### src/verilog/fpu_pkg.sv
// ==============================
// FPU shared definitions
// Op codes, rounding modes, float word view, flags and the
// structs passed between the add/sub stages
// ==============================
package fpu_pkg;

  // Operation codes, FADD/FSUB differ only in bit 0
  localparam logic [5:0] OP_FADD = 6'h00;
  localparam logic [5:0] OP_FSUB = 6'h01;
  localparam logic [5:0] OP_FMIN = 6'h04;
  localparam logic [5:0] OP_FMAX = 6'h05;

  // RISC-V frm encodings
  localparam logic [2:0] RM_RNE = 3'd0; // Nearest, ties to even
  localparam logic [2:0] RM_RTZ = 3'd1; // Toward zero
  localparam logic [2:0] RM_RDN = 3'd2; // Toward -inf
  localparam logic [2:0] RM_RUP = 3'd3; // Toward +inf
  localparam logic [2:0] RM_RMM = 3'd4; // Nearest, ties away

  localparam logic [31:0] QNAN    = 32'h7FC0_0000; // Canonical quiet NaN
  localparam logic [7:0]  EXP_MAX = 8'hFF;         // Inf/NaN exponent

  typedef struct packed {
    logic        sign;
    logic [7:0]  exp;
    logic [22:0] man;
  } float_fields_t;

  // Same word seen raw or split into fields
  typedef union packed {
    logic [31:0]   bits;
    float_fields_t f;
  } float32_u;

  typedef struct packed {
    logic nv; // Invalid
    logic dz; // Divide by zero
    logic of; // Overflow
    logic uf; // Underflow
    logic nx; // Inexact
  } fflags_t;

  typedef struct packed {
    logic        sign;   // Sign of the larger operand
    logic [7:0]  exp;    // Larger exponent
    logic [23:0] mant_l; // Larger mantissa, hidden bit included
    logic [26:0] mant_s; // Smaller mantissa shifted, plus G/R/S
    logic        sub;    // Effective subtract
    logic [2:0]  rm;
  } align_t;

  typedef struct packed {
    logic              sign;
    logic signed [9:0] exp;  // Room for carry and cancellation
    logic [26:0]       mant; // Hidden, 23 frac, G, R, S
    logic              zero; // Exact zero sum
    logic [2:0]        rm;
  } norm_t;

  typedef struct packed {
    logic        hit;   // Result fully decided here
    logic [31:0] value;
    fflags_t     flags;
  } special_t;

endpackage
### src/verilog/fpu_s.sv
// ==============================
// Single-precision FPU, multi-cycle
// FADD/FSUB/FMIN/FMAX with a control sequencer and
// three add/sub datapath stages
// ==============================
`timescale 1ns/1ps

module fpu_s (
  input  logic        clk,
  input  logic        rst_i,
  input  logic [31:0] rs1_i,
  input  logic [31:0] rs2_i,
  input  logic [31:0] rs3_i,    // Reserved for fused ops
  input  logic [5:0]  alu_op_i,
  input  logic [2:0]  frm_i,
  input  logic        start_i,
  output logic [31:0] c_o,
  output logic [4:0]  fflags_o, // nv dz of uf nx
  output logic        busy_o,
  output logic        done_o
);
  import fpu_pkg::*;

  float32_u    opa, opb;   // Captured operands
  logic [2:0]  frm_q;
  logic        st1_en, st2_en;
  special_t    spec;
  align_t      al;
  norm_t       nm;
  logic [31:0] rnd_val;
  fflags_t     rnd_flags;

  fpu_ctrl u_ctrl (
    .clk (clk), .rst_i (rst_i), .start_i (start_i),
    .rs1_i (rs1_i), .rs2_i (rs2_i), .alu_op_i (alu_op_i), .frm_i (frm_i),
    .special_i (spec), .round_val_i (rnd_val), .round_flags_i (rnd_flags),
    .opa_o (opa), .opb_o (opb), .op_o (), .frm_o (frm_q),
    .st1_en_o (st1_en), .st2_en_o (st2_en),
    .c_o (c_o), .fflags_o (fflags_o), .busy_o (busy_o), .done_o (done_o)
  );

  fp_special u_special (
    .rs1_i (rs1_i), .rs2_i (rs2_i), .sub_i (alu_op_i[0]), .op_i (alu_op_i),
    .special_o (spec)
  );

  fp_align u_align (
    .clk (clk), .rst_i (rst_i), .en_i (st1_en),
    .opa_i (opa), .opb_i (opb), .frm_i (frm_q), .align_o (al)
  );

  fp_add_norm u_add_norm (.clk (clk), .rst_i (rst_i), .en_i (st2_en), .align_i (al), .norm_o (nm));

  fp_round u_round (.norm_i (nm), .value_o (rnd_val), .flags_o (rnd_flags));

endmodule

### src/verilog/fp_round.sv
// ==============================
// FADD/FSUB rounding and pack
// Applies the rounding mode, handles overflow and flush to
// zero, and builds the result word and flags
// ==============================
`timescale 1ns/1ps

module fp_round (
  input  fpu_pkg::norm_t   norm_i,
  output logic [31:0]      value_o,
  output fpu_pkg::fflags_t flags_o
);
  import fpu_pkg::*;

  logic              lsb, guard, rs; // rs is round OR sticky
  logic              inexact;
  logic              round_up;
  logic [24:0]       rnd;            // Rounded significand plus carry
  logic signed [9:0] exp_r;
  logic [22:0]       frac;
  logic              to_inf;         // Overflow goes to infinity

  assign lsb     = norm_i.mant[3];
  assign guard   = norm_i.mant[2];
  assign rs      = norm_i.mant[1] | norm_i.mant[0];
  assign inexact = guard | rs;

  always_comb begin
    case (norm_i.rm)
      RM_RNE:  round_up = guard & (rs | lsb);
      RM_RDN:  round_up = inexact & norm_i.sign;
      RM_RUP:  round_up = inexact & !norm_i.sign;
      RM_RMM:  round_up = guard;
      default: round_up = 1'b0; // RTZ truncates
    endcase
  end

  assign rnd   = {1'b0, norm_i.mant[26:3]} + {24'd0, round_up};
  assign exp_r = norm_i.exp + $signed({9'd0, rnd[24]}); // Renormalize on carry
  assign frac  = rnd[24] ? rnd[23:1] : rnd[22:0];

  assign to_inf = (norm_i.rm == RM_RNE) || (norm_i.rm == RM_RMM) ||
                  ((norm_i.rm == RM_RUP) && !norm_i.sign) ||
                  ((norm_i.rm == RM_RDN) && norm_i.sign);

  always_comb begin
    flags_o = '0;
    if (norm_i.zero) begin
      value_o = {norm_i.sign, 31'd0}; // Exact zero
    end else if (exp_r > 10'sd254) begin
      value_o    = to_inf ? {norm_i.sign, EXP_MAX, 23'd0}
                          : {norm_i.sign, 8'hFE, 23'h7F_FFFF}; // Largest finite
      flags_o.of = 1'b1;
      flags_o.nx = 1'b1;
    end else if (exp_r < 10'sd1) begin
      value_o    = {norm_i.sign, 31'd0}; // Flush to zero
      flags_o.uf = 1'b1;
      flags_o.nx = 1'b1;
    end else begin
      value_o    = {norm_i.sign, exp_r[7:0], frac};
      flags_o.nx = inexact;
    end
  end

endmodule

### src/verilog/fp_add_norm.sv
// ==============================
// FADD/FSUB add and normalize
// Adds or subtracts aligned mantissas, then normalizes by
// carry shift or leading-zero count
// ==============================
`timescale 1ns/1ps

module fp_add_norm (
  input  logic            clk,
  input  logic            rst_i,
  input  logic            en_i,
  input  fpu_pkg::align_t align_i,
  output fpu_pkg::norm_t  norm_o
);
  import fpu_pkg::*;

  logic [27:0] sum;   // Carry bit on top
  logic [4:0]  lzc;
  logic [26:0] shl;
  norm_t       nxt;

  // Leading zeros of a 27-bit word
  function automatic logic [4:0] count_lz(input logic [26:0] v);
    logic [4:0] n;
    logic       found;
    n     = 5'd0;
    found = 1'b0;
    for (int i = 26; i >= 0; i--) begin
      if (v[i])
        found = 1'b1;
      else if (!found)
        n = n + 5'd1;
    end
    return n;
  endfunction

  // Larger magnitude first, so a difference never goes negative
  assign sum = align_i.sub ? {1'b0, align_i.mant_l, 3'b000} - {1'b0, align_i.mant_s}
                           : {1'b0, align_i.mant_l, 3'b000} + {1'b0, align_i.mant_s};

  assign lzc = count_lz(sum[26:0]);
  assign shl = sum[26:0] << lzc;

  always_comb begin
    nxt.rm   = align_i.rm;
    nxt.sign = align_i.sign;
    nxt.zero = 1'b0;
    if (sum == 28'd0) begin
      nxt.zero = 1'b1;
      nxt.exp  = 10'sd0;
      nxt.mant = 27'd0;
      if (align_i.sub)
        nxt.sign = (align_i.rm == RM_RDN); // x - x is +0 except RDN
    end else if (sum[27]) begin
      nxt.mant = {sum[27:2], sum[1] | sum[0]}; // Keep sticky
      nxt.exp  = $signed({2'b00, align_i.exp}) + 10'sd1;
    end else begin
      nxt.mant = shl; // Cancellation
      nxt.exp  = $signed({2'b00, align_i.exp}) - $signed({5'd0, lzc});
    end
  end

  // Stage 2 register
  always_ff @(posedge clk) begin
    if (rst_i)
      norm_o <= '0;
    else if (en_i)
      norm_o <= nxt;
  end

endmodule

### src/verilog/fp_align.sv
// ==============================
// FADD/FSUB align stage
// Orders operands by magnitude and shifts the smaller
// mantissa right, keeping guard, round and sticky
// ==============================
`timescale 1ns/1ps

module fp_align (
  input  logic              clk,
  input  logic              rst_i,
  input  logic              en_i,
  input  fpu_pkg::float32_u opa_i,
  input  fpu_pkg::float32_u opb_i,
  input  logic [2:0]        frm_i,
  output fpu_pkg::align_t   align_o
);
  import fpu_pkg::*;

  logic [30:0] mag_a, mag_b; // Magnitudes, subnormal as zero
  logic        swap;
  float32_u    big;
  float32_u    sml;
  logic [23:0] m_big, m_sml;
  logic [7:0]  e_diff;
  logic [53:0] shift_w;      // Shifted value over lost bits
  align_t      nxt;

  assign mag_a = (opa_i.f.exp == 8'd0) ? 31'd0 : opa_i.bits[30:0];
  assign mag_b = (opb_i.f.exp == 8'd0) ? 31'd0 : opb_i.bits[30:0];
  assign swap  = mag_b > mag_a;

  assign big = swap ? opb_i : opa_i;
  assign sml = swap ? opa_i : opb_i;

  assign m_big = (big.f.exp == 8'd0) ? 24'd0 : {1'b1, big.f.man}; // Hidden bit
  assign m_sml = (sml.f.exp == 8'd0) ? 24'd0 : {1'b1, sml.f.man};

  assign e_diff  = big.f.exp - sml.f.exp; // Never negative
  assign shift_w = {m_sml, 3'b000, 27'd0} >> e_diff;

  always_comb begin
    nxt.sign   = big.f.sign;
    nxt.exp    = big.f.exp;
    nxt.mant_l = m_big;
    if (e_diff > 8'd26)
      nxt.mant_s = {26'd0, |m_sml}; // Whole mantissa into sticky
    else
      nxt.mant_s = {shift_w[53:28], shift_w[27] | (|shift_w[26:0])};
    nxt.sub = opa_i.f.sign ^ opb_i.f.sign; // Signs already effective
    nxt.rm  = frm_i;
  end

  // Stage 1 register
  always_ff @(posedge clk) begin
    if (rst_i)
      align_o <= '0;
    else if (en_i)
      align_o <= nxt;
  end

endmodule

### src/verilog/fp_special.sv
// ==============================
// FPU special-case unit
// NaN, infinity and zero results for FADD/FSUB, and the full
// FMIN/FMAX result
// ==============================
`timescale 1ns/1ps

module fp_special (
  input  logic [31:0]       rs1_i,
  input  logic [31:0]       rs2_i,
  input  logic              sub_i,
  input  logic [5:0]        op_i,
  output fpu_pkg::special_t special_o
);
  import fpu_pkg::*;

  float32_u a;
  float32_u b;
  logic     is_addsub;
  logic     is_minmax;
  logic     b_sign;     // rs2 sign after FSUB flip
  logic     a_nan, b_nan;
  logic     a_snan, b_snan;
  logic     a_inf, b_inf;
  logic     a_zero, b_zero; // Zero or subnormal
  logic     a_lt_b;

  assign a.bits = rs1_i;
  assign b.bits = rs2_i;

  assign is_addsub = (op_i == OP_FADD) || (op_i == OP_FSUB);
  assign is_minmax = (op_i == OP_FMIN) || (op_i == OP_FMAX);
  assign b_sign    = b.f.sign ^ (sub_i & is_addsub);

  assign a_nan  = (a.f.exp == EXP_MAX) && (a.f.man != 23'd0);
  assign b_nan  = (b.f.exp == EXP_MAX) && (b.f.man != 23'd0);
  assign a_snan = a_nan && !a.f.man[22]; // Quiet bit clear
  assign b_snan = b_nan && !b.f.man[22];
  assign a_inf  = (a.f.exp == EXP_MAX) && (a.f.man == 23'd0);
  assign b_inf  = (b.f.exp == EXP_MAX) && (b.f.man == 23'd0);
  assign a_zero = (a.f.exp == 8'd0);   // Subnormals flushed
  assign b_zero = (b.f.exp == 8'd0);

  // Sign/magnitude order, -0 below +0
  always_comb begin
    if (a.f.sign != b.f.sign)
      a_lt_b = a.f.sign;
    else if (!a.f.sign)
      a_lt_b = a.bits[30:0] < b.bits[30:0];
    else
      a_lt_b = a.bits[30:0] > b.bits[30:0]; // Both negative
  end

  always_comb begin
    special_o = '0;
    if (is_addsub) begin
      if (a_nan || b_nan || (a_inf && b_inf && (a.f.sign != b_sign))) begin
        special_o.hit      = 1'b1;
        special_o.value    = QNAN;
        special_o.flags.nv = 1'b1;
      end else if (a_inf) begin
        special_o.hit   = 1'b1;
        special_o.value = a.bits;
      end else if (b_inf) begin
        special_o.hit   = 1'b1;
        special_o.value = {b_sign, b.bits[30:0]};
      end else if (a_zero && b_zero) begin
        special_o.hit   = 1'b1;
        special_o.value = {a.f.sign & b_sign, 31'd0}; // RDN mixed case fixed in ctrl
      end
    end else if (is_minmax) begin
      special_o.hit      = 1'b1; // Always decided here
      special_o.flags.nv = a_snan | b_snan;
      if (a_nan && b_nan)
        special_o.value = QNAN;
      else if (a_nan)
        special_o.value = b.bits; // Other operand wins
      else if (b_nan)
        special_o.value = a.bits;
      else
        special_o.value = (a_lt_b ^ (op_i == OP_FMAX)) ? a.bits : b.bits;
    end
  end

endmodule

### src/verilog/fpu_ctrl.sv
// ==============================
// FPU control sequencer
// Captures operands on start, steps the add stages and loads
// the result from the special or the rounding path
// ==============================
`timescale 1ns/1ps

module fpu_ctrl (
  input  logic               clk,
  input  logic               rst_i,
  input  logic               start_i,
  input  logic [31:0]        rs1_i,
  input  logic [31:0]        rs2_i,
  input  logic [5:0]         alu_op_i,
  input  logic [2:0]         frm_i,
  input  fpu_pkg::special_t  special_i,
  input  logic [31:0]        round_val_i,
  input  fpu_pkg::fflags_t   round_flags_i,
  output fpu_pkg::float32_u  opa_o,
  output fpu_pkg::float32_u  opb_o,
  output logic [5:0]         op_o,
  output logic [2:0]         frm_o,
  output logic               st1_en_o,
  output logic               st2_en_o,
  output logic [31:0]        c_o,
  output fpu_pkg::fflags_t   fflags_o,
  output logic               busy_o,
  output logic               done_o
);
  import fpu_pkg::*;

  typedef enum logic [1:0] {S_IDLE, S_ALIGN, S_ADD, S_ROUND} state_t;

  state_t   state;
  special_t spec_q;    // Special result, taken with the operands
  logic     capture;
  logic     zero_rdn;  // Mixed-sign zero sum under RDN

  assign capture  = (state == S_IDLE) && start_i; // Start ignored while busy
  assign st1_en_o = (state == S_ALIGN) && !spec_q.hit;
  assign st2_en_o = (state == S_ADD);
  assign busy_o   = (state != S_IDLE);

  // Zero + zero of opposite sign gives -0 only when rounding down
  assign zero_rdn = ((op_o == OP_FADD) || (op_o == OP_FSUB)) && (frm_o == RM_RDN) &&
                    (spec_q.value[30:0] == 31'd0) && (opa_o.f.sign != opb_o.f.sign);

  always_ff @(posedge clk) begin
    if (capture) begin
      opa_o.bits <= rs1_i;
      opb_o.bits <= {rs2_i[31] ^ (alu_op_i == OP_FSUB), rs2_i[30:0]}; // Effective sign
      op_o       <= alu_op_i;
      frm_o      <= frm_i;
      spec_q     <= special_i;
    end
  end

  always_ff @(posedge clk) begin
    if (rst_i) begin
      state    <= S_IDLE;
      c_o      <= 32'd0;
      fflags_o <= '0;
      done_o   <= 1'b0;
    end else begin
      done_o <= 1'b0; // Single-cycle strobe
      case (state)
        S_IDLE:  if (start_i) state <= S_ALIGN;
        S_ALIGN: begin
          if (spec_q.hit) begin // Early finish
            c_o      <= {spec_q.value[31] | zero_rdn, spec_q.value[30:0]};
            fflags_o <= spec_q.flags;
            done_o   <= 1'b1;
            state    <= S_IDLE;
          end else begin
            state <= S_ADD;
          end
        end
        S_ADD:   state <= S_ROUND;
        S_ROUND: begin
          c_o      <= round_val_i;
          fflags_o <= round_flags_i;
          done_o   <= 1'b1;
          state    <= S_IDLE;
        end
        default: state <= S_IDLE;
      endcase
    end
  end

endmodule

### config.mk
export PLATFORM = sky130hd
export DESIGN_NAME = fpu_s
export DESIGN_NICKNAME = d
export VERILOG_FILES = /design/src/verilog/fpu_pkg.sv /design/src/verilog/fpu_s.sv /design/src/verilog/fp_round.sv /design/src/verilog/fp_add_norm.sv /design/src/verilog/fp_align.sv /design/src/verilog/fp_special.sv /design/src/verilog/fpu_ctrl.sv
export SDC_FILE = /design/constraint.sdc
export NUM_CORES = 1
export LEC_CHECK = 0
export BUFFER_PORTS_ARGS = -buffer_cell sky130_fd_sc_hd__buf_2
export CORE_MARGIN = 2
export CORE_UTILIZATION = 50
export CTS_CLUSTER_SIZE = 24
export DETAILED_ROUTE_END_ITERATION = 10
export GPL_ROUTABILITY_DRIVEN = 0
export MAX_ROUTING_LAYER = met4
export PLACE_DENSITY = 0.7
export SLEW_MARGIN = 40
export SYNTH_ARGS = -nofsm -noshare
export SYNTH_HDL_FRONTEND = slang
export SYNTH_SLANG_ARGS = --single-unit
### constraint.sdc
create_clock -name clk -period 19.5 [get_ports clk]
set_clock_uncertainty 0.2 [all_clocks]
set_input_delay 1.95 -clock clk [delete_from_list [all_inputs] [get_ports clk]]
set_output_delay 1.95 -clock clk [all_outputs]
set_load 0.02 [all_outputs]
Yosys cells after proc, flatten, opt, wreduce, memory -nomap -nowiden
Cells that the tools add are included.
{"block": "totals", "reg_bits": 253, "in_bits": 108, "output_inout_bits": 39, "word_cells": 278}
{"block": "op_classes", "n_addsub": 33, "n_lt_le_gt_ge": 6, "eq_ne": 19, "shift": 2, "mux": 126, "n_bitwise": 16, "n_reduce_logical": 50}
{"operator": "$mux 5", "n": 53}
{"operator": "$mux 32", "n": 6}
{"operator": "$mux 31", "n": 6}
{"operator": "$mux 33", "n": 4}
{"operator": "$add 5x1->5 const B", "n": 25}
{"operator": "$mux 37", "n": 2}
{"operator": "$mux 24", "n": 3}
{"operator": "$mux 34", "n": 2}
{"operator": "$pmux 32 s2", "n": 1}
{"operator": "$gt 31x31->1", "n": 2}
{"operator": "$shr 54x8->54", "n": 1}
{"operator": "$logic_not 8->1", "n": 6}
{"operator": "$logic_not 23->1", "n": 2}
{"operator": "$reduce_bool 23->1", "n": 2}
{"operator": "$mux 1", "n": 39}
{"operator": "$logic_not 31->1", "n": 1}
{"operator": "$lt 31x31->1", "n": 1}
{"operator": "$add 27x27->28", "n": 1}
{"operator": "$logic_not 28->1", "n": 1}
{"operator": "$mux 28", "n": 1}
{"operator": "$sub 27x27->28", "n": 1}
{"operator": "$mux 27", "n": 1}
{"operator": "$reduce_or 27->1", "n": 1}
{"operator": "$shl 27x5->27", "n": 1}
{"operator": "other kinds (38)", "n": 89}

Longest topological paths before layout
Gate-level depths: netlist (run 1).
{"block": "depth", "ltp_word": 84, "ltp_mapped": 107, "mapped_depth_nobuf": 106}

By module
Synthesis (run 1) repeated with hierarchy kept, for this count alone.
{"block": "hier_totals", "hier_cells": 3349, "area_unflattened_um2": 26160.1}
{"mod": "fp_add_norm", "instances": 1, "cells_per_inst": 1481, "area_each_um2": 10221.1, "seq_area_each_um2": 840.8}
{"mod": "fp_align", "instances": 1, "cells_per_inst": 1012, "area_each_um2": 7153.1, "seq_area_each_um2": 1281.2}
{"mod": "fpu_ctrl", "instances": 1, "cells_per_inst": 364, "area_each_um2": 5554.1, "seq_area_each_um2": 4134.0}
{"mod": "fp_special", "instances": 1, "cells_per_inst": 293, "area_each_um2": 1920.6, "seq_area_each_um2": 0.0}
{"mod": "fp_round", "instances": 1, "cells_per_inst": 199, "area_each_um2": 1311.3, "seq_area_each_um2": 0.0}

Worst setup path after synthesis (run 1)
Ideal clock, no wire load.
{"block": "synth_timing", "kind": "reg2reg", "from": "register u_align.align_o[7] in the netlist's numbering", "to": "register u_add_norm.norm_o[38] in the netlist's numbering", "setup_time_ns": 0.128, "t_arrival_ns": 19.847, "required_ns": 19.172, "path_slack_ns": -0.674, "path_stages_with_launch": 107, "n_path_buf": 1, "period_less_slack_ns": 20.174, "path_cell_list": "dfxtp_1 > ha_1 > inv_1 > fa_1 > nor2_1 > o221ai_2 > a2111oi_4 > o211ai_1 > o211a_1 > or4_1 > a21oi_2 > ha_1 > o31a_1 > ha_1 > mux2i_1 > a21boi_1 > ha_1 > nand2_1 > [71 not listed] > ha_1 > mux2i_1 > a21oi_1 > a21boi_0 > a21oi_1 > clkbuf_1 > inv_1 > ha_1 > nor2b_1 > o21ai_0 > nand2b_1 > a21o_1 > a211oi_1 > a41o_1 > o21ai_0 > xnor2_1 > a22oi_1 > nor2_1"}
{"block": "synth_via", "elab_chain_len": 84, "word_cells_on_any_way": 112, "cone_classes": "29 x add/sub; 82 x mux; 1 x reduce/logical"}
{"element": "from (decl)", "line_no": "fp_align.sv:15", "source": "output fpu_pkg::align_t align_o"}
{"element": "from (signal assigned)", "line_no": "fp_align.sv:58", "source": "align_o <= nxt;"}
{"element": "$add 27x27->28 / $sub 27x27->28 (equally long branches)", "line_no": "fp_add_norm.sv:39, fp_add_norm.sv:38"}
{"element": "$mux 28 *", "line_no": "fp_add_norm.sv:38", "source": "assign sum = align_i.sub ? {1'b0, align_i.mant_l, 3'b000} - {1'b0, align_i.mant_s}"}
{"element": "$mux 1", "line_no": "fp_add_norm.sv:29", "source": "if (v[i])"}
{"element": "$add 1x1->2", "line_no": "fp_add_norm.sv:32", "source": "n = n + 5'd1;"}
{"element": "$mux 5", "line_no": "fp_add_norm.sv:31", "source": "else if (!found)"}
{"element": "$mux 5", "line_no": "fp_add_norm.sv:29"}
{"element": "$add 5x1->5", "line_no": "fp_add_norm.sv:32"}
{"element": "$mux 5", "line_no": "fp_add_norm.sv:31"}
{"element": "[68 not listed]"}
{"element": "$mux 5", "line_no": "fp_add_norm.sv:31"}
{"element": "$mux 5", "line_no": "fp_add_norm.sv:29"}
{"element": "$add 5x1->5", "line_no": "fp_add_norm.sv:32"}
{"element": "$mux 5", "line_no": "fp_add_norm.sv:31"}
{"element": "$mux 5", "line_no": "fp_add_norm.sv:29"}
{"element": "$sub 8x5->9", "line_no": "fp_add_norm.sv:59", "source": "nxt.exp = $signed({2'b00, align_i.exp}) - $signed({5'd0, lzc});"}
{"element": "$mux 37", "line_no": "fp_add_norm.sv:54", "source": "end else if (sum[27]) begin"}
{"element": "$mux 37 *", "line_no": "fp_add_norm.sv:48", "source": "if (sum == 28'd0) begin"}
{"element": "to (signal assigned)", "line_no": "fp_add_norm.sv:68", "source": "norm_o <= nxt;"}
{"element": "to (decl)", "line_no": "fp_add_norm.sv:13", "source": "output fpu_pkg::norm_t norm_o"}
Mark *: on every way between the ends. The rest lies on a longest branch, timed or not.
A chain may end at the register's enable or synchronous reset.

Final worst setup path (run 1)
{"block": "layout_timing", "from": "register u_align.align_o[7] in the netlist's numbering", "to": "register u_add_norm.norm_o[36] in the netlist's numbering"}
The elaborated chain is that of the path after synthesis.

==> metrics.txt, run 1 <==
# TYPE chip_impl_metric gauge
chip_impl_info{name="clock-root-buffer",value="clkbuf_16"} 1
chip_impl_info{name="critPathTopFamily",value="adder cells"} 1
chip_impl_metric{name="regToRegSetupSlack",unit="ps"} 360
chip_impl_info{name="tritoncts",value="done"} 1
chip_impl_info{name="run_status",value="completed"} 1
chip_impl_metric{name="die-width",unit="um"} 217
chip_impl_metric{name="grt_pass1_wl",unit="mm"} 121
chip_impl_info{name="dominantRegCellSynth",value="dfxtp_1"} 1
chip_impl_info{name="final_common_cell",value="nand2_1"} 1
chip_impl_metric{name="hold_violations",unit=""} 0
chip_impl_metric{name="maxCapViolations",unit=""} 0
chip_impl_metric{name="syn_to_final_growth",unit="%"} 21.5
chip_impl_info{name="critical_path_s_slowest_cell",value="or4_4"} 1
chip_impl_metric{name="synth_edf_count",unit=""} 106
chip_impl_metric{name="grt.total_usage",unit="%"} 32.6
chip_impl_metric{name="detail_route.first_pass.iterations",unit=""} 6
chip_impl_metric{name="global_route.overflow_total",unit=""} 0
chip_impl_metric{name="worst_slew_pin_slew",unit="ps"} 912
chip_impl_metric{name="fillers",unit=""} 3787
chip_impl_info{name="synth_largest_area_cell",value="edfxtp_1"} 1
chip_impl_metric{name="ant_nets",unit=""} 0
chip_impl_metric{name="clkTransAtPathRegs",unit="ps"} 70
chip_impl_metric{name="post-route-drc-count",unit=""} 0
chip_impl_metric{name="ioPinCount",unit=""} 147
chip_impl_metric{name="worstPathMaxFanout",unit=""} 3
chip_impl_info{name="timing.setup.critical_path_class",value="flip-flop to flip-flop"} 1
chip_impl_metric{name="clock_latency_reported_for_the_late_side_of_the_worst_skew_pair",unit="ps"} 580
chip_impl_metric{name="minimum_setup_slack_in_the_final_design",unit="ps"} 363
chip_impl_metric{name="antenna_found_initial",unit=""} 0
chip_impl_metric{name="critPathBufInv",unit=""} 10
chip_impl_metric{name="crit_arrival",unit="ps"} 19380
chip_impl_metric{name="cts-buffers-inserted",unit=""} 28
chip_impl_metric{name="worst_ir_drop_vdd",unit="mV"} 0.359
chip_impl_metric{name="cts_buffer_depth",unit=""} 3
chip_impl_info{name="most-common-layout-cells",value="408 x nand2_1, 356 x buf_4, 343 x nor2_1, 236 x a21oi_1, 152 x o21ai_0"} 1
chip_impl_metric{name="core_area",unit="sq mm"} 0.0444
chip_impl_metric{name="via_count",unit=""} 24558
chip_impl_metric{name="post-synth-top-area-fraction",unit="%"} 14.1
chip_impl_metric{name="clock_tree.htree_level_count",unit=""} 1
chip_impl_metric{name="fin_crit_sh",unit="%"} 98.1
chip_impl_metric{name="rows",unit=""} 77
chip_impl_metric{name="post_drt_via_cell_ratio",unit=""} 6.24
chip_impl_info{name="min_from",value="u_align.align_o[1]"} 1
chip_impl_metric{name="drt-initial-drc-count",unit=""} 2532
chip_impl_metric{name="fraction_of_final_layout_cells_sized_beyond_drive_strength_1",unit="%"} 20.4
chip_impl_metric{name="layout_min_cycle_time",unit="ps"} 19140
chip_impl_metric{name="relSlewSlack",unit="%"} 38.6
chip_impl_metric{name="multi_input_area",unit="sq mm"} 0.0160
chip_impl_metric{name="synthesis.yosys.warnings",unit=""} 0
chip_impl_info{name="critical_path.reg2reg.startpoint",value="u_align.align_o[7]"} 1
chip_impl_metric{name="fmax",unit="GHz"} 0.0523
chip_impl_metric{name="final_nets",unit=""} 3580
chip_impl_metric{name="wl_per_cell",unit="um"} 19.6
chip_impl_metric{name="die_area",unit="sq mm"} 0.0470
chip_impl_metric{name="first_global_vias",unit=""} 23087
chip_impl_info{name="worstHoldPathType",value="flip-flop to flip-flop"} 1
chip_impl_metric{name="syn_inst",unit=""} 2990
chip_impl_metric{name="port_buffers",unit=""} 113
chip_impl_metric{name="synth.avg_cell_area",unit="sq um"} 7.57
chip_impl_metric{name="starting_utilization_of_the_core_area",unit="%"} 51.0
chip_impl_metric{name="p_leak",unit="nW"} 11.8
chip_impl_metric{name="synth.distinct_cells",unit=""} 112
chip_impl_metric{name="power_density",unit="mW/mm^2"} 197
chip_impl_metric{name="report.final.slew_viol_count",unit=""} 0
chip_impl_metric{name="grt_start_max_net_pins",unit=""} 87
chip_impl_info{name="setup.worst_path.end_class",value="flip-flop"} 1
chip_impl_metric{name="asyncSetResetFlopFracSynth",unit="%"} 0
chip_impl_metric{name="die_height",unit="um"} 217
chip_impl_info{name="worst_path_most_repeated_cell",value="ha_4"} 1
chip_impl_info{name="timing.critical_path.from_type",value="flip-flop"} 1
chip_impl_metric{name="synth.yosys.seq_area_share",unit="%"} 26.9
chip_impl_metric{name="cp.required",unit="ps"} 19750
chip_impl_info{name="rsz0062_at_grt",value="true"} 1
chip_impl_metric{name="fin_total_pwr",unit="W"} 0.00542
chip_impl_metric{name="dp_hpwl",unit="mm"} 59.6
chip_impl_metric{name="setup_viol",unit=""} 0
chip_impl_metric{name="wl",unit="mm"} 77.2
chip_impl_metric{name="seq_area",unit="sq mm"} 0.00609
chip_impl_metric{name="hold_buf_cts",unit=""} 0
chip_impl_metric{name="synth.net_count",unit=""} 3249
chip_impl_metric{name="number_of_antenna_diodes",unit=""} 0
chip_impl_metric{name="fin_tns_setup",unit="ps"} 0
chip_impl_metric{name="mappedNetlistArea",unit="sq mm"} 0.0226
chip_impl_metric{name="cts_num_sinks",unit=""} 251
chip_impl_info{name="synthTopCellsByArea",value="edfxtp_1 14%, dfxtp_1 13%, ha_1 8.2%, nand2_1 6.8%, nor2_1 5.8%"} 1
chip_impl_metric{name="yosys_register_bits",unit=""} 251
chip_impl_metric{name="worst_path_largest_cell_delay",unit="ps"} 590
chip_impl_metric{name="preCtsSetupSlack",unit="ps"} -803
chip_impl_info{name="critPathLaunch",value="u_align.align_o[7]"} 1
## registers in the layout, indices dropped and copies added (netlist names), named ones only
signal,flops
u_add_norm.norm_o,42
u_ctrl.spec_q,34
u_align.align_o,64
u_ctrl.c_o,32
u_ctrl.fflags_o,4
u_ctrl.frm_o,3
u_ctrl.opb_o,32
u_ctrl.done_o,1
u_ctrl.opa_o,32
u_ctrl.state,1
u_ctrl.op_o,5
## path summary, 6_finish.rpt
check                               end  depth (start not counted)
setup / recovery  u_add_norm.norm_o[36]                        106
hold / removal       u_align.align_o[1]                          2
setup reg to reg  u_add_norm.norm_o[36]                        106
hold reg to reg      u_align.align_o[1]                          2
## synthesized netlist by cell type, types with 9 or more instances
library cell,instances
a211oi_1,56
a21boi_0,9
a21o_1,35
a21oi_1,245
a221oi_1,11
a22oi_1,37
a311oi_1,17
a31oi_1,19
and2_1,35
and3_1,35
and4_1,11
buf_1,11
clkbuf_1,149
dfxtp_1,145
edfxtp_1,106
ha_1,149
inv_1,131
maj3_1,10
mux2_2,23
mux2i_1,77
nand2_1,413
nand2b_1,25
nand3_1,103
nand4_1,36
nor2_1,348
nor2b_1,32
nor3_1,81
nor4_1,51
o211ai_1,18
o21a_1,17
o21ai_0,163
o21ai_1,10
o221ai_1,15
o31a_1,9
o31ai_1,25
or2_2,11
or3_1,17
or4_1,9
xnor2_1,76
xor2_1,37
## logic make-up (layout without fill, tap and decap cells)
kind of cell    count (synthesis)  in the layout  synth area share, %
flops                         251            251                 26.9
mux                           103            103                 4.80
xor+xnor                      126            126                 5.62
fa+ha+maj                     161            161                 8.85
compound gates                787            787                 22.6
buf+inv                       311            664                 5.28
other cells                     1              1               0.0166
simple gates                 1250           1250                 25.9
## per-layer routing
metal	up-vias	global-route usage [%]	part of all wire, %
met1	11530	41.3	41
met5	-	-	0
met4	0	16.5	5.4
li1	11508	-	-
met2	1262	51.9	46
met3	258	3.61	8.0
## where the power goes
group          internal (W)  switching [W]  leakage [nW]
Sequential         0.000598      0.0000572          2.20
Combinational       0.00195        0.00231          9.19
Clock              0.000272       0.000229         0.428
## area by class of cell
cell class	instances	share of cell area [%]
multi-input cells	2428	58.0
well taps	592	2.69
clock inverters	21	0.564
flip-flops and latches	251	22.1
clock buffers	31	2.62
repair buffers	473	12.0
inverters	139	1.92
## what timing repair did
action,CTS,global route
gates resized for setup,38,63
buffers inserted,20,15
setup endpoints to repair,36,36
pin swaps,31,72
## per-stage QoR
stage | hold slack [ps] | utilization [%] | cell area, sq um | cells
floorplan | 240 | - | 22700 | 2990
global placement | 263 | 58.1 | 25800 | 3847
detailed placement | 261 | 58.2 | 25900 | 3848
CTS | 270 | 60.9 | 27000 | 3920
global route | 295 | 62.0 | 27500 | 3935
finish | 270 | 62.0 | 27500 | 3935
## worst register-to-register path, delay by kind of cell, from the launching register on
| family | cells | cell delay [ps] |
|---|---|---|
| fa+ha+maj | 25 | 6500 |
| compound gates | 29 | 4340 |
| simple gates | 24 | 3110 |
| mux | 15 | 3000 |
| buf+inv | 10 | 820 |
| xor+xnor | 3 | 710 |
| flops | 1 | 340 |
No activity file was read; power rests on OpenSTA's default activity.
==> run 2: changes to the inputs <==
--- a/config.mk
+++ b/config.mk
@@ -5,6 +5,7 @@
 export SDC_FILE = /design/constraint.sdc
 export NUM_CORES = 1
 export LEC_CHECK = 0
+export ABC_AREA = 1
 export BUFFER_PORTS_ARGS = -buffer_cell sky130_fd_sc_hd__buf_2
 export CORE_MARGIN = 2
 export CORE_UTILIZATION = 50
==> run 2 against run 1 <==
Wire length down 8.9%. Non-clock buffer count shrank 341. Count of clock-buffer cells in the layout is 2 higher. Via count is 0.72% lower. Critical path depth grew 10. Total power fell by 42%. Register-to-register slack improved by 1700 ps. Sequential share of layout area rose by 2.0 points. Worst setup slack improved by 1700 ps. Sequential cell count did not move. Largest cell class unchanged. Largest power group unchanged. Highest routed layer unchanged.
==> metrics.txt, run 2 <==
# TYPE chip_impl_metric gauge
chip_impl_metric{name="fin_tns_setup",unit="ps"} 0
chip_impl_info{name="tritoncts",value="done"} 1
chip_impl_info{name="critPathTopFamily",value="adder cells"} 1
chip_impl_metric{name="minimum_setup_slack_in_the_final_design",unit="ps"} 2070
chip_impl_metric{name="grt_pass1_wl",unit="mm"} 113
chip_impl_metric{name="via_count",unit=""} 24380
chip_impl_metric{name="syn_inst",unit=""} 3782
chip_impl_metric{name="clock_tree.htree_level_count",unit=""} 1
chip_impl_info{name="critical_path_s_slowest_cell",value="ha_1"} 1
chip_impl_metric{name="worst_ir_drop_vdd",unit="mV"} 0.127
chip_impl_info{name="clock-root-buffer",value="clkbuf_16"} 1
chip_impl_metric{name="mappedNetlistArea",unit="sq mm"} 0.0235
chip_impl_info{name="post_synth_most_frequent_cells",value="1075 x nand2_1, 497 x inv_1, 296 x o21ai_0, 290 x nor2_1, 277 x a21oi_1"} 1
chip_impl_metric{name="core_area",unit="sq mm"} 0.0465
chip_impl_metric{name="die_area",unit="sq mm"} 0.0487
chip_impl_metric{name="global_route.overflow_total",unit=""} 0
chip_impl_info{name="yosysMostFrequentCell",value="nand2_1"} 1
chip_impl_metric{name="synth.net_count",unit=""} 4041
chip_impl_metric{name="synth.distinct_cells",unit=""} 61
chip_impl_metric{name="starting_utilization_of_the_core_area",unit="%"} 50.5
chip_impl_info{name="timing.setup.critical_path_class",value="flip-flop to flip-flop"} 1
chip_impl_metric{name="placedCellCount",unit=""} 4376
chip_impl_info{name="dominantRegCellSynth",value="dfxtp_1"} 1
chip_impl_metric{name="crit_arrival",unit="ps"} 17640
chip_impl_metric{name="drt-initial-drc-count",unit=""} 2367
chip_impl_metric{name="cts_num_sinks",unit=""} 251
chip_impl_metric{name="post-synth-top-area-fraction",unit="%"} 17.2
chip_impl_metric{name="clkTransAtPathRegs",unit="ps"} 70
chip_impl_metric{name="syn_to_final_growth",unit="%"} 7.69
chip_impl_metric{name="cts_buffer_depth",unit=""} 3
chip_impl_metric{name="synth.yosys.seq_area_share",unit="%"} 25.9
chip_impl_metric{name="worstPathMaxFanout",unit=""} 34
chip_impl_metric{name="grt_start_max_net_pins",unit=""} 100
chip_impl_metric{name="antenna_found_initial",unit=""} 0
chip_impl_metric{name="wl_per_cell",unit="um"} 15.9
chip_impl_metric{name="final_core_util",unit="%"} 54.4
chip_impl_metric{name="fmax",unit="GHz"} 0.0574
chip_impl_metric{name="final_nets",unit=""} 4055
chip_impl_metric{name="fillers",unit=""} 4756
chip_impl_metric{name="maxCapViolations",unit=""} 0
chip_impl_info{name="setup.worst_path.end_class",value="flip-flop"} 1
chip_impl_metric{name="hold_violations",unit=""} 0
chip_impl_metric{name="largest_register_ff_count",unit=""} 64
chip_impl_metric{name="post_drt_via_cell_ratio",unit=""} 5.51
chip_impl_metric{name="layout_min_cycle_time",unit="ps"} 17430
chip_impl_metric{name="setup_viol",unit=""} 0
chip_impl_metric{name="fin_crit_sh",unit="%"} 89.4
chip_impl_metric{name="asyncSetResetFlopFracSynth",unit="%"} 0
chip_impl_metric{name="grt.total_usage",unit="%"} 29.6
chip_impl_metric{name="ioPinCount",unit=""} 147
chip_impl_metric{name="detail_route.first_pass.iterations",unit=""} 8
chip_impl_metric{name="number_of_standard_cells_in_the_layout_taps_in_and_fillers_out",unit=""} 4422
chip_impl_info{name="synthTopCellsByArea",value="nand2_1 17%, edfxtp_1 14%, dfxtp_1 12%, inv_1 7.9%, ha_1 7.9%"} 1
chip_impl_metric{name="worst_slew_pin_slew",unit="ps"} 834
chip_impl_metric{name="worst_path_largest_cell_delay",unit="ps"} 490
chip_impl_metric{name="synthesis.yosys.warnings",unit=""} 0
chip_impl_metric{name="power_density",unit="mW/mm^2"} 125
chip_impl_metric{name="rows",unit=""} 79
chip_impl_metric{name="post-route-drc-count",unit=""} 0
chip_impl_info{name="most-common-layout-cells",value="1072 x nand2_1, 495 x inv_1, 293 x o21ai_0, 288 x nor2_1, 275 x a21oi_1"} 1
chip_impl_info{name="worst_path_most_repeated_cell",value="nand2_1"} 1
chip_impl_metric{name="yosys_register_bits",unit=""} 251
chip_impl_metric{name="clock_latency_reported_for_the_late_side_of_the_worst_skew_pair",unit="ps"} 570
chip_impl_metric{name="p_leak",unit="nW"} 12.2
chip_impl_metric{name="die_height",unit="um"} 221
chip_impl_metric{name="die-width",unit="um"} 221
chip_impl_metric{name="synth.avg_cell_area",unit="sq um"} 6.21
chip_impl_info{name="timing.critical_path.from_type",value="flip-flop"} 1
chip_impl_info{name="synth_largest_area_cell",value="nand2_1"} 1
chip_impl_info{name="run_status",value="completed"} 1
chip_impl_metric{name="cts-buffers-inserted",unit=""} 25
chip_impl_metric{name="first_global_vias",unit=""} 22013
chip_impl_metric{name="report.final.slew_viol_count",unit=""} 0
chip_impl_metric{name="preCtsSetupSlack",unit="ps"} 1690
chip_impl_info{name="registers.top_by_ff_count",value="u_align.align_o"} 1
chip_impl_metric{name="port_buffers",unit=""} 113
chip_impl_metric{name="relSlewSlack",unit="%"} 44.0
chip_impl_metric{name="cp.required",unit="ps"} 19710
chip_impl_info{name="worstHoldPathType",value="flip-flop to flip-flop"} 1
chip_impl_info{name="final_common_cell",value="nand2_1"} 1
chip_impl_metric{name="ant_nets",unit=""} 0
chip_impl_metric{name="synth_edf_count",unit=""} 106
chip_impl_metric{name="critPathBufInv",unit=""} 15
chip_impl_info{name="reg_top3",value="u_align.align_o (64), u_add_norm.norm_o (42), u_ctrl.spec_q (34)"} 1
chip_impl_metric{name="dp_hpwl",unit="mm"} 56.1
chip_impl_metric{name="fraction_of_final_layout_cells_sized_beyond_drive_strength_1",unit="%"} 8.78
chip_impl_metric{name="wl",unit="mm"} 70.4
-- run 2: cell types whose count changed in the layout (fill, tap and decap cells not counted), sizes merged, moves of 46 or more --
cell,previous run,this run
mux2i,77,4
nand2,413,1110
xnor2,77,10
inv,144,546
buf,473,132
o21ai,173,334
nand3,103,243
a211oi,57,11
-- run 2: tightest hold or removal path, cell delays in order (launching register included) --
cell	delay (ps)
dfxtp_1	300
nand2_1	60
a21oi_1	60
-- run 2: worst paths after layout --
kind	slack, ps	cells after the start	end	startpoint
max	2070	116	u_add_norm.norm_o[38]	u_align.align_o[22]
min	270	2	u_ctrl.fflags_o[4]	u_ctrl.fflags_o[4]
max reg2reg	2070	116	u_add_norm.norm_o[38]	u_align.align_o[22]
min reg2reg	270	2	u_ctrl.fflags_o[4]	u_ctrl.fflags_o[4]
-- run 2: layer usage --
layer / GRT usage (%) / vias to the layer above / wire length (um) / part of all wire [%]
met3: 2.06 / 162 / 4160 / 5.9
met5: - / - / 0 / 0
met2: 46.4 / 866 / 30900 / 44
met4: 11.8 / 0 / 3060 / 4.3
li1: - / 12462 / - / -
met1: 39.8 / 10890 / 32300 / 46
-- run 2: final cells by class --
type                            count  area, sq um  share of cell area [%]
Inverter                          550         2070                    8.17
Multi-Input combinational cell   2836        14800                    58.5
Sequential cell                   251         6090                    24.1
Tap cell                          607          759                    3.00
Clock buffer                       33          718                    2.84
Timing Repair Buffer              132          733                    2.90
Clock inverter                     12          116                   0.460
Antenna cell                        1         2.50                 0.00990
-- run 2: power by group --
| group | leakage (nW) | internal [W] | switching [W] |
|---|---|---|---|
| Sequential | 2.20 | 0.000591 | 0.0000385 |
| Combinational | 9.56 | 0.000619 | 0.00142 |
| Clock | 0.399 | 0.000275 | 0.000210 |
| Total | 12.2 | 0.00149 | 0.00167 |
-- run 2: cell families after synthesis --
logic type	synth area share [%]
adder cells (fa/ha/maj)	8.11
other	0.0160
flip-flops	25.9
XOR/XNOR	2.39
AO/OA/AOI/OAI	17.6
AND/OR/NAND/NOR	34.3
buffers and inverters	11.5
multiplexers	0.171
-- run 2: stage by stage --
| step | hold slack (ps) | instance area (sq um) | power (W) |
|---|---|---|---|
| 5_1_grt | 278 | 25300 | 0.00347 |
| 3_3_place_gp | 255 | 24300 | 0.00259 |
| 4_1_cts | 270 | 25200 | 0.00310 |
| 2_1_floorplan | 245 | 23500 | 0.00224 |
| 6_report | 267 | 25300 | 0.00315 |
| 3_5_place_dp | 260 | 24400 | 0.00261 |
-- run 2: repair_timing --
| action | in CTS | in global routing |
|---|---|---|
| hold buffers | 0 | 0 |
| setup endpoints to repair | 0 | 3 |
| buffers inserted | 0 | 0 |
| gates resized for setup | 0 | 17 |
